`config.mk`:
```
export PLATFORM = sky130hd
export DESIGN_NAME = rob_top
export DESIGN_NICKNAME = d
export VERILOG_FILES = /design/src/hw/rob_pkg.sv /design/src/hw/arch_regfile.sv /design/src/hw/rob_commit.sv /design/src/hw/rob_dispatch.sv /design/src/hw/rob_entry_store.sv /design/src/hw/rob_top.sv
export VERILOG_INCLUDE_DIRS = /design/src /design/src/hw
export SDC_FILE = /design/constraint.sdc
export NUM_CORES = 1
export LEC_CHECK = 0
export BUFFER_PORTS_ARGS = -buffer_cell sky130_fd_sc_hd__buf_4
export CAP_MARGIN = 20
export CORE_MARGIN = 2
export CORE_UTILIZATION = 50
export CTS_CLUSTER_SIZE = 8
export DETAILED_ROUTE_END_ITERATION = 7
export HOLD_SLACK_MARGIN = 0.06
export PLACE_DENSITY = 0.67
export SLEW_MARGIN = 20
export SYNTH_ARGS = -nofsm -noshare
export SYNTH_HDL_FRONTEND = slang
export SYNTH_SLANG_ARGS = --single-unit
```
`constraint.sdc`:
```
create_clock -name clk -period 4.9 [get_ports clk]
set_input_delay 0.98 -clock clk [delete_from_list [all_inputs] [get_ports clk]]
set_output_delay 0.98 -clock clk [all_outputs]
set_load 0.05 [all_outputs]
```
`src/hw/rob_consts.svh`:
```
`ifndef ROB_CONSTS_SVH
`define ROB_CONSTS_SVH

// ==================================================
// Reorder buffer sizing.
// ==================================================

`define ROB_TAG_W     3   // Eight entries.
`define ROB_DATA_W    16  // Result word.
`define ROB_NUM_REGS  8   // Architectural registers.
`define ROB_PC_W      16  // Fetch address width.

`endif

```
`src/hw/rob_pkg.sv`:
```
`default_nettype none

`include "rob_consts.svh"

package rob_pkg;

	// ==================================================
	// LC-3b style opcode set, four bit encoding.
	// ==================================================
	typedef enum logic [3:0] {
		op_br  = 4'h0,
		op_add = 4'h1,
		op_ld  = 4'h2,
		op_st  = 4'h3,
		op_jsr = 4'h4,
		op_and = 4'h5,
		op_ldr = 4'h6,
		op_str = 4'h7,
		op_not = 4'h8,
		op_ldi = 4'h9,
		op_sti = 4'ha,
		op_jmp = 4'hb,
		op_lea = 4'hc,
		op_ldb = 4'hd,
		op_stb = 4'he,
		op_shf = 4'hf
	} lc3b_opcode;

	typedef logic [2:0]           lc3b_reg;     // Register number.
	typedef logic [`ROB_PC_W-1:0] lc3b_word;    // PC value.
	typedef logic [3:0]           lc3b_bht_out; // History index.

	// Branches, stores and jumps leave the register file alone.
	function automatic logic writes_reg(input lc3b_opcode op);
		case (op)
			op_br, op_st, op_str, op_stb, op_sti, op_jmp: writes_reg = 1'b0;
			default: writes_reg = 1'b1;
		endcase
	endfunction

endpackage

`default_nettype wire

```
`src/hw/arch_regfile.sv`:
```
`timescale 1ns/1ps
`default_nettype none

`include "rob_consts.svh"

module arch_regfile
(
	input  logic                     clk,
	input  logic                     arst_n,
	input  logic                     we,
	input  rob_pkg::lc3b_reg         waddr,
	input  logic [`ROB_DATA_W-1:0]   wdata,
	input  rob_pkg::lc3b_reg         raddr1,
	input  rob_pkg::lc3b_reg         raddr2,
	output logic [`ROB_DATA_W-1:0]   rdata1,
	output logic [`ROB_DATA_W-1:0]   rdata2
);

	logic [`ROB_DATA_W-1:0] regs [`ROB_NUM_REGS];   // Committed state.

	// Written only at retirement.
	always_ff @(posedge clk or negedge arst_n)
	begin
		if (!arst_n)
		begin
			for (int i = 0; i < `ROB_NUM_REGS; i++)
				regs[i] <= '0;
		end
		else if (we)
			regs[waddr] <= wdata;
	end

	// Reads are combinational, no write bypass.
	assign rdata1 = regs[raddr1];
	assign rdata2 = regs[raddr2];

endmodule

`default_nettype wire

```
`src/hw/rob_commit.sv`:
```
`timescale 1ns/1ps
`default_nettype none

`include "rob_consts.svh"

module rob_commit
(
	input  logic                     empty,
	input  logic                     head_valid,
	input  rob_pkg::lc3b_opcode      head_opcode,
	input  rob_pkg::lc3b_reg         head_dest,
	input  logic [`ROB_DATA_W-1:0]   head_value,
	input  logic                     head_predict,
	input  rob_pkg::lc3b_word        head_pc,
	input  rob_pkg::lc3b_bht_out     head_bht,
	output logic                     re,             // Head retires this cycle.
	output logic                     flush,
	output logic                     rf_we,
	output rob_pkg::lc3b_reg         rf_waddr,
	output logic [`ROB_DATA_W-1:0]   rf_wdata,
	output logic                     mispredict,
	output rob_pkg::lc3b_word        redirect_pc,
	output logic                     redirect_taken,
	output logic                     bht_upd_valid,
	output logic                     bht_upd_index_unused_guard,
	output rob_pkg::lc3b_bht_out     bht_upd_index,
	output logic                     bht_upd_taken
);

	import rob_pkg::*;

	logic head_is_br;     // Head is a conditional branch.
	logic taken;          // Resolved outcome, bit 0 of the value.
	logic wrong;          // Prediction disagrees with outcome.

	// ==================================================
	// Retirement decision.
	// ==================================================
	assign re         = ~empty & head_valid;     // Same-cycle retire.
	assign head_is_br = (head_opcode == op_br);
	assign taken      = head_value[0];
	assign wrong      = re & head_is_br & (head_predict != taken);

	// Architectural write for register producers.
	assign rf_we    = re & writes_reg(head_opcode);
	assign rf_waddr = head_dest;
	assign rf_wdata = head_value;

	// ==================================================
	// Branch resolution.
	// ==================================================
	assign flush          = wrong;          // Drops every younger entry.
	assign mispredict     = wrong;
	assign redirect_pc    = head_pc;        // Fetch recomputes the target.
	assign redirect_taken = taken;

	// Every retiring branch trains the history table.
	assign bht_upd_valid = re & head_is_br;
	assign bht_upd_index = head_bht;
	assign bht_upd_taken = taken;

	assign bht_upd_index_unused_guard = 1'b0;

endmodule

`default_nettype wire

```
`src/hw/rob_dispatch.sv`:
```
`timescale 1ns/1ps
`default_nettype none

`include "rob_consts.svh"

module rob_dispatch
(
	input  logic                     clk,
	input  logic                     arst_n,
	input  logic                     flush,
	input  logic                     disp_valid,
	input  rob_pkg::lc3b_opcode      disp_opcode,
	input  rob_pkg::lc3b_reg         disp_dest,
	input  rob_pkg::lc3b_reg         disp_sr1,
	input  rob_pkg::lc3b_reg         disp_sr2,
	input  logic                     full,
	input  logic [`ROB_TAG_W-1:0]    tail_tag,       // Tag given to this dispatch.
	input  logic                     commit_valid,   // Register-writing retirement.
	input  rob_pkg::lc3b_reg         commit_dest,
	input  logic [`ROB_TAG_W-1:0]    commit_tag,
	input  logic [`ROB_DATA_W-1:0]   rf_sr1_value,
	input  logic [`ROB_DATA_W-1:0]   rf_sr2_value,
	input  logic [`ROB_DATA_W-1:0]   rob_sr1_value,
	input  logic                     rob_sr1_valid,
	input  logic [`ROB_DATA_W-1:0]   rob_sr2_value,
	input  logic                     rob_sr2_valid,
	output logic                     accept,         // Store write enable.
	output logic [`ROB_TAG_W-1:0]    rob_sr1_tag,
	output logic [`ROB_TAG_W-1:0]    rob_sr2_tag,
	output logic                     sr1_ready,
	output logic [`ROB_DATA_W-1:0]   sr1_value,
	output logic                     sr2_ready,
	output logic [`ROB_DATA_W-1:0]   sr2_value
);

	import rob_pkg::*;

	// Register alias table.
	logic [`ROB_NUM_REGS-1:0] pending;                   // Writer in flight.
	logic [`ROB_TAG_W-1:0]    rat_tag [`ROB_NUM_REGS];   // Youngest writer's tag.

	logic                     rename;                    // Dispatch claims disp_dest.
	logic                     commit_clear;

	// Full and flush both hold the instruction at the source.
	assign accept = disp_valid & ~full & ~flush;
	assign rename = accept & writes_reg(disp_opcode);

	// Only the youngest writer may release the mark.
	assign commit_clear = commit_valid & pending[commit_dest]
		& (rat_tag[commit_dest] == commit_tag)
		& ~(rename & (disp_dest == commit_dest));

	// ==================================================
	// Alias table update.
	// ==================================================
	always_ff @(posedge clk or negedge arst_n)
	begin
		if (!arst_n)
		begin
			pending <= '0;
			for (int i = 0; i < `ROB_NUM_REGS; i++)
				rat_tag[i] <= '0;
		end
		else if (flush)
			pending <= '0;                       // All speculative writers gone.
		else
		begin
			if (commit_clear)
				pending[commit_dest] <= 1'b0;    // Value now lives in the register file.
			if (rename)
			begin
				pending[disp_dest] <= 1'b1;
				rat_tag[disp_dest] <= tail_tag;
			end
		end
	end

	// ==================================================
	// Operand selection.
	// ==================================================
	assign rob_sr1_tag = rat_tag[disp_sr1];
	assign rob_sr2_tag = rat_tag[disp_sr2];

	// Pending source takes value and ready from its writer's entry.
	assign sr1_ready = pending[disp_sr1] ? rob_sr1_valid : 1'b1;
	assign sr1_value = pending[disp_sr1] ? rob_sr1_value : rf_sr1_value;
	assign sr2_ready = pending[disp_sr2] ? rob_sr2_valid : 1'b1;
	assign sr2_value = pending[disp_sr2] ? rob_sr2_value : rf_sr2_value;

endmodule

`default_nettype wire

```
`src/hw/rob_entry_store.sv`:
```
`timescale 1ns/1ps
`default_nettype none

`include "rob_consts.svh"

module rob_entry_store #(
	parameter int tag_width  = `ROB_TAG_W,
	parameter int data_width = `ROB_DATA_W
)
(
	input  logic                     clk,
	input  logic                     arst_n,
	input  logic                     flush,          // Empties the buffer.
	input  logic                     we,             // Tail write, already gated.
	input  logic                     re,             // Head retire.
	input  rob_pkg::lc3b_opcode      inst_in,
	input  rob_pkg::lc3b_reg         dest_in,
	input  logic [data_width-1:0]    value_in,
	input  logic                     predict_in,
	input  rob_pkg::lc3b_word        orig_pc_in,
	input  rob_pkg::lc3b_bht_out     bht_in,
	input  logic                     cmpl_we,        // Completion by tag.
	input  logic [tag_width-1:0]     cmpl_addr,
	input  logic [data_width-1:0]    cmpl_value,
	input  logic [tag_width-1:0]     sr1_read_addr,
	input  logic [tag_width-1:0]     sr2_read_addr,
	output rob_pkg::lc3b_opcode      inst_out,
	output rob_pkg::lc3b_reg         dest_out,
	output logic                     valid_out,
	output logic [data_width-1:0]    value_out,
	output logic                     predict_out,
	output rob_pkg::lc3b_word        orig_pc_out,
	output rob_pkg::lc3b_bht_out     bht_out,
	output logic [tag_width-1:0]     w_addr_out,     // Tail tag.
	output logic [tag_width-1:0]     r_addr_out,     // Head tag.
	output logic                     empty,
	output logic                     full,
	output logic [data_width-1:0]    sr1_value_out,
	output logic                     sr1_valid_out,
	output logic [data_width-1:0]    sr2_value_out,
	output logic                     sr2_valid_out
);

	import rob_pkg::*;

	localparam int depth = 2**tag_width;

	logic [tag_width-1:0]  r_addr;          // Head pointer.
	logic [tag_width-1:0]  w_addr;          // Tail pointer.
	logic [tag_width:0]    cnt;             // Occupancy, one bit wider.

	// Per-entry fields.
	logic                  valid   [depth];
	logic [data_width-1:0] value   [depth];
	lc3b_reg               dest    [depth];
	lc3b_opcode            inst    [depth];
	logic                  predict [depth];
	lc3b_word              orig_pc [depth];
	lc3b_bht_out           bht     [depth];

	assign empty = (cnt == '0);
	assign full  = (cnt == depth[tag_width:0]);

	// ==================================================
	// Head view and tag-addressed read ports.
	// ==================================================
	assign inst_out    = inst[r_addr];
	assign dest_out    = dest[r_addr];
	assign valid_out   = valid[r_addr];
	assign value_out   = value[r_addr];
	assign predict_out = predict[r_addr];
	assign orig_pc_out = orig_pc[r_addr];
	assign bht_out     = bht[r_addr];

	assign w_addr_out = w_addr;
	assign r_addr_out = r_addr;

	assign sr1_value_out = value[sr1_read_addr]; // Operand forwarding.
	assign sr1_valid_out = valid[sr1_read_addr];
	assign sr2_value_out = value[sr2_read_addr];
	assign sr2_valid_out = valid[sr2_read_addr];

	// ==================================================
	// Pointers, count and valid bits.
	// ==================================================
	always_ff @(posedge clk or negedge arst_n)
	begin
		if (!arst_n)
		begin
			r_addr <= '0;
			w_addr <= '0;
			cnt    <= '0;
			for (int i = 0; i < depth; i++)
				valid[i] <= 1'b0;
		end
		else if (flush)
		begin
			// Mispredict wipes every entry, next tag is zero.
			r_addr <= '0;
			w_addr <= '0;
			cnt    <= '0;
			for (int i = 0; i < depth; i++)
				valid[i] <= 1'b0;
		end
		else
		begin
			if (we)
			begin
				case (inst_in)
					op_br, op_lea, op_jsr, op_str, op_stb: valid[w_addr] <= 1'b1; // Nothing to wait on.
					default: valid[w_addr] <= 1'b0;
				endcase
				w_addr <= w_addr + 1'b1;
			end
			if (cmpl_we)
				valid[cmpl_addr] <= 1'b1;     // Result has arrived.
			if (re)
			begin
				valid[r_addr] <= 1'b0;        // Free the head slot.
				r_addr        <= r_addr + 1'b1;
			end
			if (we && !re)
				cnt <= cnt + 1'b1;
			else if (re && !we)
				cnt <= cnt - 1'b1;
		end
	end

	// ==================================================
	// Payload fields.
	// ==================================================
	always_ff @(posedge clk or negedge arst_n)
	begin
		if (!arst_n)
		begin
			for (int i = 0; i < depth; i++)
			begin
				value[i]   <= '0;
				dest[i]    <= '0;
				inst[i]    <= op_br;
				predict[i] <= 1'b0;
				orig_pc[i] <= '0;
				bht[i]     <= '0;
			end
		end
		else if (!flush)
		begin
			if (we)
			begin
				value[w_addr]   <= value_in;   // Branch outcome or precomputed result.
				dest[w_addr]    <= dest_in;
				inst[w_addr]    <= inst_in;
				predict[w_addr] <= predict_in;
				orig_pc[w_addr] <= orig_pc_in;
				bht[w_addr]     <= bht_in;
			end
			if (cmpl_we)
				value[cmpl_addr] <= cmpl_value;
		end
	end

endmodule

`default_nettype wire

```
`src/hw/rob_top.sv`:
```
`timescale 1ns/1ps
`default_nettype none

`include "rob_consts.svh"

module rob_top
(
	input  logic                     clk,
	input  logic                     arst_n,
	// Dispatch.
	input  logic                     disp_valid,
	input  rob_pkg::lc3b_opcode      disp_opcode,
	input  rob_pkg::lc3b_reg         disp_dest,
	input  rob_pkg::lc3b_reg         disp_sr1,
	input  rob_pkg::lc3b_reg         disp_sr2,
	input  logic [`ROB_DATA_W-1:0]   disp_value,
	input  logic                     disp_predict,
	input  rob_pkg::lc3b_word        disp_pc,
	input  rob_pkg::lc3b_bht_out     disp_bht,
	output logic                     disp_stall,
	output logic [`ROB_TAG_W-1:0]    disp_tag,
	// Operands.
	output logic                     sr1_ready,
	output logic [`ROB_DATA_W-1:0]   sr1_value,
	output logic [`ROB_TAG_W-1:0]    sr1_tag,
	output logic                     sr2_ready,
	output logic [`ROB_DATA_W-1:0]   sr2_value,
	output logic [`ROB_TAG_W-1:0]    sr2_tag,
	// Completion.
	input  logic                     cmpl_valid,
	input  logic [`ROB_TAG_W-1:0]    cmpl_tag,
	input  logic [`ROB_DATA_W-1:0]   cmpl_value,
	// Retirement.
	output logic                     commit_valid,
	output rob_pkg::lc3b_reg         commit_dest,
	output logic [`ROB_DATA_W-1:0]   commit_value,
	output rob_pkg::lc3b_opcode      commit_opcode,
	// Redirect and history update.
	output logic                     mispredict,
	output rob_pkg::lc3b_word        redirect_pc,
	output logic                     redirect_taken,
	output logic                     bht_upd_valid,
	output rob_pkg::lc3b_bht_out     bht_upd_index,
	output logic                     bht_upd_taken
);

	import rob_pkg::*;

	// ==================================================
	// Internal nets.
	// ==================================================
	logic                   accept;         // Tail write.
	logic                   flush;
	logic                   empty;
	logic                   head_valid;
	logic                   head_predict;
	lc3b_word               head_pc;
	lc3b_bht_out            head_bht;
	logic [`ROB_TAG_W-1:0]  head_tag;
	logic                   rf_we;
	lc3b_reg                rf_waddr;
	logic [`ROB_DATA_W-1:0] rf_wdata;
	logic [`ROB_DATA_W-1:0] rf_sr1_value, rf_sr2_value;
	logic [`ROB_DATA_W-1:0] rob_sr1_value, rob_sr2_value;
	logic                   rob_sr1_valid, rob_sr2_valid;

	rob_entry_store u_store (
		.clk(clk), .arst_n(arst_n), .flush(flush),
		.we(accept), .re(commit_valid),
		.inst_in(disp_opcode), .dest_in(disp_dest), .value_in(disp_value),
		.predict_in(disp_predict), .orig_pc_in(disp_pc), .bht_in(disp_bht),
		.cmpl_we(cmpl_valid), .cmpl_addr(cmpl_tag), .cmpl_value(cmpl_value),
		.sr1_read_addr(sr1_tag), .sr2_read_addr(sr2_tag),
		.inst_out(commit_opcode), .dest_out(commit_dest), .valid_out(head_valid),
		.value_out(commit_value), .predict_out(head_predict),
		.orig_pc_out(head_pc), .bht_out(head_bht),
		.w_addr_out(disp_tag), .r_addr_out(head_tag),
		.empty(empty), .full(disp_stall),
		.sr1_value_out(rob_sr1_value), .sr1_valid_out(rob_sr1_valid),
		.sr2_value_out(rob_sr2_value), .sr2_valid_out(rob_sr2_valid)
	);

	rob_dispatch u_dispatch (
		.clk(clk), .arst_n(arst_n), .flush(flush),
		.disp_valid(disp_valid), .disp_opcode(disp_opcode), .disp_dest(disp_dest),
		.disp_sr1(disp_sr1), .disp_sr2(disp_sr2),
		.full(disp_stall), .tail_tag(disp_tag),
		.commit_valid(rf_we), .commit_dest(rf_waddr), .commit_tag(head_tag),
		.rf_sr1_value(rf_sr1_value), .rf_sr2_value(rf_sr2_value),
		.rob_sr1_value(rob_sr1_value), .rob_sr1_valid(rob_sr1_valid),
		.rob_sr2_value(rob_sr2_value), .rob_sr2_valid(rob_sr2_valid),
		.accept(accept), .rob_sr1_tag(sr1_tag), .rob_sr2_tag(sr2_tag),
		.sr1_ready(sr1_ready), .sr1_value(sr1_value),
		.sr2_ready(sr2_ready), .sr2_value(sr2_value)
	);

	rob_commit u_commit (
		.empty(empty), .head_valid(head_valid), .head_opcode(commit_opcode),
		.head_dest(commit_dest), .head_value(commit_value),
		.head_predict(head_predict), .head_pc(head_pc), .head_bht(head_bht),
		.re(commit_valid), .flush(flush),
		.rf_we(rf_we), .rf_waddr(rf_waddr), .rf_wdata(rf_wdata),
		.mispredict(mispredict), .redirect_pc(redirect_pc),
		.redirect_taken(redirect_taken),
		.bht_upd_valid(bht_upd_valid), .bht_upd_index_unused_guard(),
		.bht_upd_index(bht_upd_index), .bht_upd_taken(bht_upd_taken)
	);

	arch_regfile u_regfile (
		.clk(clk), .arst_n(arst_n),
		.we(rf_we), .waddr(rf_waddr), .wdata(rf_wdata),
		.raddr1(disp_sr1), .raddr2(disp_sr2),
		.rdata1(rf_sr1_value), .rdata2(rf_sr2_value)
	);

endmodule

`default_nettype wire

```
-- After elaboration in Yosys (flattened, before gate mapping)
Index checks and enable logic that the tools add are counted.
- add/sub/neg operators: 4
- $lt $le $gt $ge: 20
- equality and inequality tests: 16
- multiplexer cells: 112
- bitwise operators: 33
- reduce and logical (&&, ||, !) cells: 22
- operator list (kind ; count):
    bitwise mux 128 bit ; 4
    2-to-1 mux 128 bit ; 3
    binary-select mux 16 bit (select 3 bit) ; 6
    2-to-1 mux 16 bit ; 17
    demux 16 bit (select 3 bit) ; 3
    2-to-1 mux 8 bit ; 11
    bitwise mux 32 bit ; 2
    bitwise mux 24 bit ; 2
    2-to-1 mux 3 bit ; 14
    binary-select mux 3 bit (select 3 bit) ; 4
    greater-or-equal comparator 4 bit (second input constant) ; 9
    NOT 3 -> 4 bit ; 9
    equality test 4 bit (second input constant) ; 8
    2-to-1 mux 4 bit ; 8
    AND 8 bit ; 3
    binary-select mux 4 bit (select 3 bit) ; 2
    NOT 8 bit ; 3
    bitwise OR 8 bit ; 3
    binary-select mux 1 bit (select 3 bit) ; 7
    < comparator 4 x 1 -> 1 bit (second input constant) ; 5
    2-to-1 mux 1 bit ; 20
    demux 3 bit (select 3 bit) ; 2
    < comparator 3 x 4 -> 1 bit (second input constant) ; 4
    demux 1 bit (select 3 bit) ; 5
    other kinds (20) ; 53
- bits in registers: 530
- bits of input ports: 73
- output and inout bits: 92
- logic and storage cells: 283

-- Longest topological paths before layout
- depth after elaboration: 18
- gate-level depth with buffers: 16
- mapped depth without buffers: 14

-- Cells and area by module
A second synthesis with hierarchy kept.
- cells, all modules: 2062
- area, all modules: 30005.0 um^2
- by module, submodules not included (module ; instances ; cells an instance ; area each (um^2)):
    rob_entry_store ; 1 ; 1426 ; 20026.7
    arch_regfile ; 1 ; 393 ; 7000.5
    rob_dispatch ; 1 ; 189 ; 2580.0
    rob_commit ; 1 ; 54 ; 397.9

-- Worst setup path after synthesis
Ideal clock, no wire load.
- kind: input -> output
- start: input port disp_sr1[0]
- end: output port sr1_value[10]
- data arrival time: 4.250 ns
- data required time: 3.920 ns
- path slack: -0.330 ns
- stages on the path: 9
- path buffers: 3
- cell sequence: clkbuf_1 > clkbuf_1 > mux4_2 > mux2i_1 > inv_1 > clkbuf_1 > a311oi_1 > a211oi_1 > a21oi_1
- longest elaborated chain between the ends: 9
- ends and longest elaborated chain (item ; line ; text):
    start: declaration ; rob_top.sv:14 ; input rob_pkg::lc3b_reg disp_sr1,
    NOT 3 -> 4 bit (not written as such) ; rob_dispatch.sv:82 ; assign rob_sr1_tag = rat_tag[disp_sr1];
    binary-select mux 3 bit (select 3 bit) ; rob_dispatch.sv:82 ;
    2-to-1 mux 3 bit (not written as such) (2 in a row) ; rob_dispatch.sv:82 ;
    named net sr1_tag[1] ; rob_top.sv:25 ; output logic [`ROB_TAG_W-1:0] sr1_tag,
    NOT 3 -> 4 bit (not written as such) ; rob_entry_store.sv:78 ; assign sr1_value_out = value[sr1_read_addr];
    binary-select mux 16 bit (select 3 bit) ; rob_entry_store.sv:78 ;
    2-to-1 mux 16 bit (not written as such) (2 in a row) ; rob_entry_store.sv:78 ;
    2-to-1 mux 16 bit ; rob_dispatch.sv:87 ; assign sr1_value = pending[disp_sr1] ? rob_sr1_value : rf_sr1_value;
    end: declaration ; rob_top.sv:24 ; output logic [`ROB_DATA_W-1:0] sr1_value,
The timed path passes the listed nets, and every way through them passes these cells. The select of a mux whose other input is x is not followed.

-- Worst setup path in the final report
- start: register u_store.r_addr[0] (netlist: u_store.r_addr_out[0])
- end: output port mispredict
- longest elaborated chain between the ends: 7
- ends and longest elaborated chain (item ; line ; text):
    start: declaration ; rob_entry_store.sv:48 ; logic [tag_width-1:0] r_addr;
    start signal: assignment ; rob_entry_store.sv:120 ; r_addr <= r_addr + 1'b1;
    NOT 3 -> 4 bit (not written as such) * ; n/a ;
    binary-select mux 4 bit (select 3 bit) or binary-select mux 1 bit (select 3 bit) (tied branches) ; rob_entry_store.sv:67, rob_entry_store.sv:69 ;
    2-to-1 mux 4 bit (not written as such) or 2-to-1 mux 1 bit (tied branches) (2 in a row) ; rob_entry_store.sv:67, rob_entry_store.sv:69 ;
    zero test 4 bit or AND 1 bit (tied branches) ; rob_commit.sv:40, rob_commit.sv:39 ;
    AND 1 bit ; rob_commit.sv:42 ; assign wrong = re & head_is_br & (head_predict != taken);
    AND 1 bit * ; rob_commit.sv:42 ;
    end: declaration ; rob_top.sv:39 ; output logic mispredict,
Every way passes the cells marked *; elsewhere a longest branch is shown, timed or not. The select of a mux whose other input is x is not followed.

==> summary.txt <==
Cells and area
  – Share of layout cells above drive strength 1: 30.2%
  – Number of fill cells: 4750
  – Area overhead of the layout relative to synthesis: 15.1%
  – Layout Nets: 2866
  – Register area: 0.0133 mm2
  – Area of the multi-input gates: 0.0148 mm2

Logic synthesis
  – Synth Area in Simple Gates: 11.8%
  – Largest family of logic cells by synthesized area: multiplexers
  – Synth Area in XOR/XNOR: 0.332%
  – Leading area contributor after synthesis: dfrtp_1
  – Multiplexer share of the synthesized area: 26.1%
  – Synthesized cell area: 0.0290 mm2
  – Synthesized area per cell: 10.8 um2
  – Top cells by count, synth: 530 x dfrtp_1, 410 x nand2_1, 267 x mux2_2
  – Post-synthesis cell type count: 71
  – Synthesized instance count: 2690
  – Top_reg_cell synth: dfrtp_1
  – Post-Synth Adder-Cell Area: 0.285%
  – Synth Area in Compound Gates: 12.0%
  – Syn Nets: 2769
  – Number of enable flip-flop cells after synthesis: 0
  – Top post-synthesis cells by area: dfrtp_1 46%, mux4_2 13%, mux2_2 10%, nand2_1 5.3%, nor2_1 3.4%
  – Yosys warnings: 0
  – Register bit count reported by yosys: 530
  – Top-area cell type share of the netlist area: 45.8%
  – Post-synthesis async set-or-reset flop share: 100%
  – Count leader, synth: dfrtp_1
  – Sequential element share of the synthesized area: 45.8%

Timing
  – Fin crit period: 4710 ps
  – Finish-stage setup viols: 0
  – Final cycle utilization of the critical path: 96.1%
  – RSZ-0062 raised after global routing: no
  – Final hold slack: 470 ps
  – Final hold violation count: 0
  – Pins Over Slew Limit: 0
  – Final TNS setup: 0 ps
  – Worst-margin pin slew: 1140 ps
  – Max Clk Rate: 0.212 GHz
  – Worst slew margin: 24.1%
  – Clock skew: 26.1 ps

Clock network
  – TritonCTS Buffers: 77
  – Cts repair resizes: 0
  – CTS Hold Bufs: 0
  – Clock latency on the worst-skew pair: 620 ps
  – Root Buffer: clkbuf_16
  – Setup Fix Bufs, Post-CTS: 1
  – Reg clk slew, reported paths: 50 ps
  – TritonCTS clock tree: done
  – Clock sinks: 530
  – Clock buffer depth: 3
  – # H-tree levels: 3

Detailed routing
  – Final wirelength: 91200 um
  – Pre-Repair DR Iteration Count: 6
  – DRC: 0
  – Via Count: 23534
  – Antenna-violating nets left: 0
  – Vias/cell: 6.59
  – Iter 0 DRT Violations: 2716
  – WL/cell: 25.5 um

Setup path
  – Critical path endpoint category: primary output
  – CP max FO: 33
  – WS Path Type: reg -> out
  – CP required: 3920 ps
  – CP arrival: 3730 ps
  – Crit start category: register
  – Reg-to-reg startpoint: u_store.r_addr_out[0]$_DFFE_PN0P_
  – CP startpoint: u_store.r_addr_out[0]$_DFFE_PN0P_

Die
  – Initial core utilization: 50.4%
  – Die W: 245 um
  – Core Box Area: 0.0575 mm2
  – # rows: 88
  – I/O Pins: 165
  – Die height: 245 um
  – Die footprint: 0.0599 mm2

Worst hold path
  – Hold Crit Class: in -> async

Placement
  – Port buffer count: 164
  – Final GP Congestion: 0.920
  – Final HPWL DP: 59000 um

Global route
  – Vias in the first global route: 23520
  – Layer with the highest usage: met2
  – Antenna violations before repair: 9
  – Met1 Use GR: 42.6%
  – Largest net degree at the start of global routing: 118
  – Overflow after GRT: 0
  – Met3 usage: 7.19%
  – First-pass GRT wire length: 140000 um
  – Grt met2 use: 46.3%
  – GRT Total Usage: 30.3%

Run status
  – Status: completed

Run
  – Maxcap violations: 0
per-layer routing:
| layer | vias to the layer above | share of wire, % |
|---|---|---|
| met4 | 6 | 2.7 |
| met3 | 197 | 10 |
| met1 | 11988 | 41 |
| li1 | 10094 | - |
| met2 | 1249 | 46 |
| met5 | - | 0.050 |
worst max-delay path, cell delays in order (launching register included):
cell and delay (ps):
dfrtp_4 640, mux4_2 550, mux2_2 440, xnor2_1 340
nand4_4 130, buf_4 280, inv_2 420, buf_4 290
layout make-up:
class                   instances  share of cell area (%)
multi-input cells            1894                    44.5
flip-flops and latches        530                    39.8
inverters                      22                   0.263
well taps                     765                    2.87
diodes                          6                  0.0450
repair buffers                262                    6.30
clock inverters                 8                   0.379
clock buffers                  83                    5.91
flip-flops by register name, indices dropped and copies added, names as in the netlist:
name	flops
u_regfile.regs	128
u_store.orig_pc	128
u_store.value	128
u_store.bht	32
u_store.inst	32
u_dispatch.rat_tag	24
u_store.dest	24
u_dispatch.pending	8
u_store.predict	8
u_store.valid	8
u_store.cnt	4
u_store.r_addr_out	3
u_store.w_addr_out	3
stage by stage:
stage | instance area (um2) | util, % | setup slack (ps) | std cells
2_1_floorplan | 29000 | - | 126 | 2690
3_3_place_gp | 31200 | 54.3 | 299 | 3471
3_5_place_dp | 31200 | 54.3 | 277 | 3471
4_1_cts | 33300 | 58.0 | 148 | 3563
5_1_grt | 33400 | 58.0 | 10.3 | 3569
6_report | 33400 | 58.0 | 193 | 3570
final timing paths:
check	endpoint	slack, ps	cells past startpoint
min in group clk	u_store.dest[18]$_DFFE_PN0P_	480	2
min reg2reg	u_store.dest[18]$_DFFE_PN0P_	480	2
max	mispredict	190	7
min	u_regfile.regs[58]$_DFFE_PN0P_	470	1
max in group asynchronous	u_store.value[70]$_DFFE_PN0P_	3110	2
max reg2reg	u_dispatch.pending[6]$_DFF_PN0_	690	12
cell usage in the layout, fill, tap and decap left out, types with 3 or more instances in the layout:
cell type	instances
mux2_1	12
mux4_2	166
diode_2	6
nand2_1	410
mux2_2	267
nor2_2	8
inv_2	6
or4_1	4
buf_4	252
nand4_1	4
a21oi_2	16
mux2i_4	8
a31o_1	3
ha_1	5
mux2i_1	50
nand3_1	14
nor3_2	3
and3_1	69
o21ai_0	15
nor4_1	6
nand2b_1	5
a211oi_1	34
o22ai_1	131
inv_1	14
a221oi_1	6
dfrtp_1	527
nor2b_1	6
clkbuf_16	78
clkinv_8	3
or3_1	4
nor2_1	258
a31oi_1	141
xnor2_1	5
xor2_1	6
clkbuf_1	5
a21oi_1	160
buf_12	7
a311oi_1	34
cell families (layout without fill, tap and decap cells):
family,count (synthesis),after routing
AO/OA/AOI/OAI,560,560
XOR/XNOR,11,11
adder cells (fa/ha/maj),6,6
buffers and inverters,266,375
flip-flops,530,530
multiplexers,507,507
other,0,6
AND/OR/NAND/NOR,810,810
Power is not shown: default switching activity piles up to over one toggle a cycle in this logic, so the estimate is an artifact.
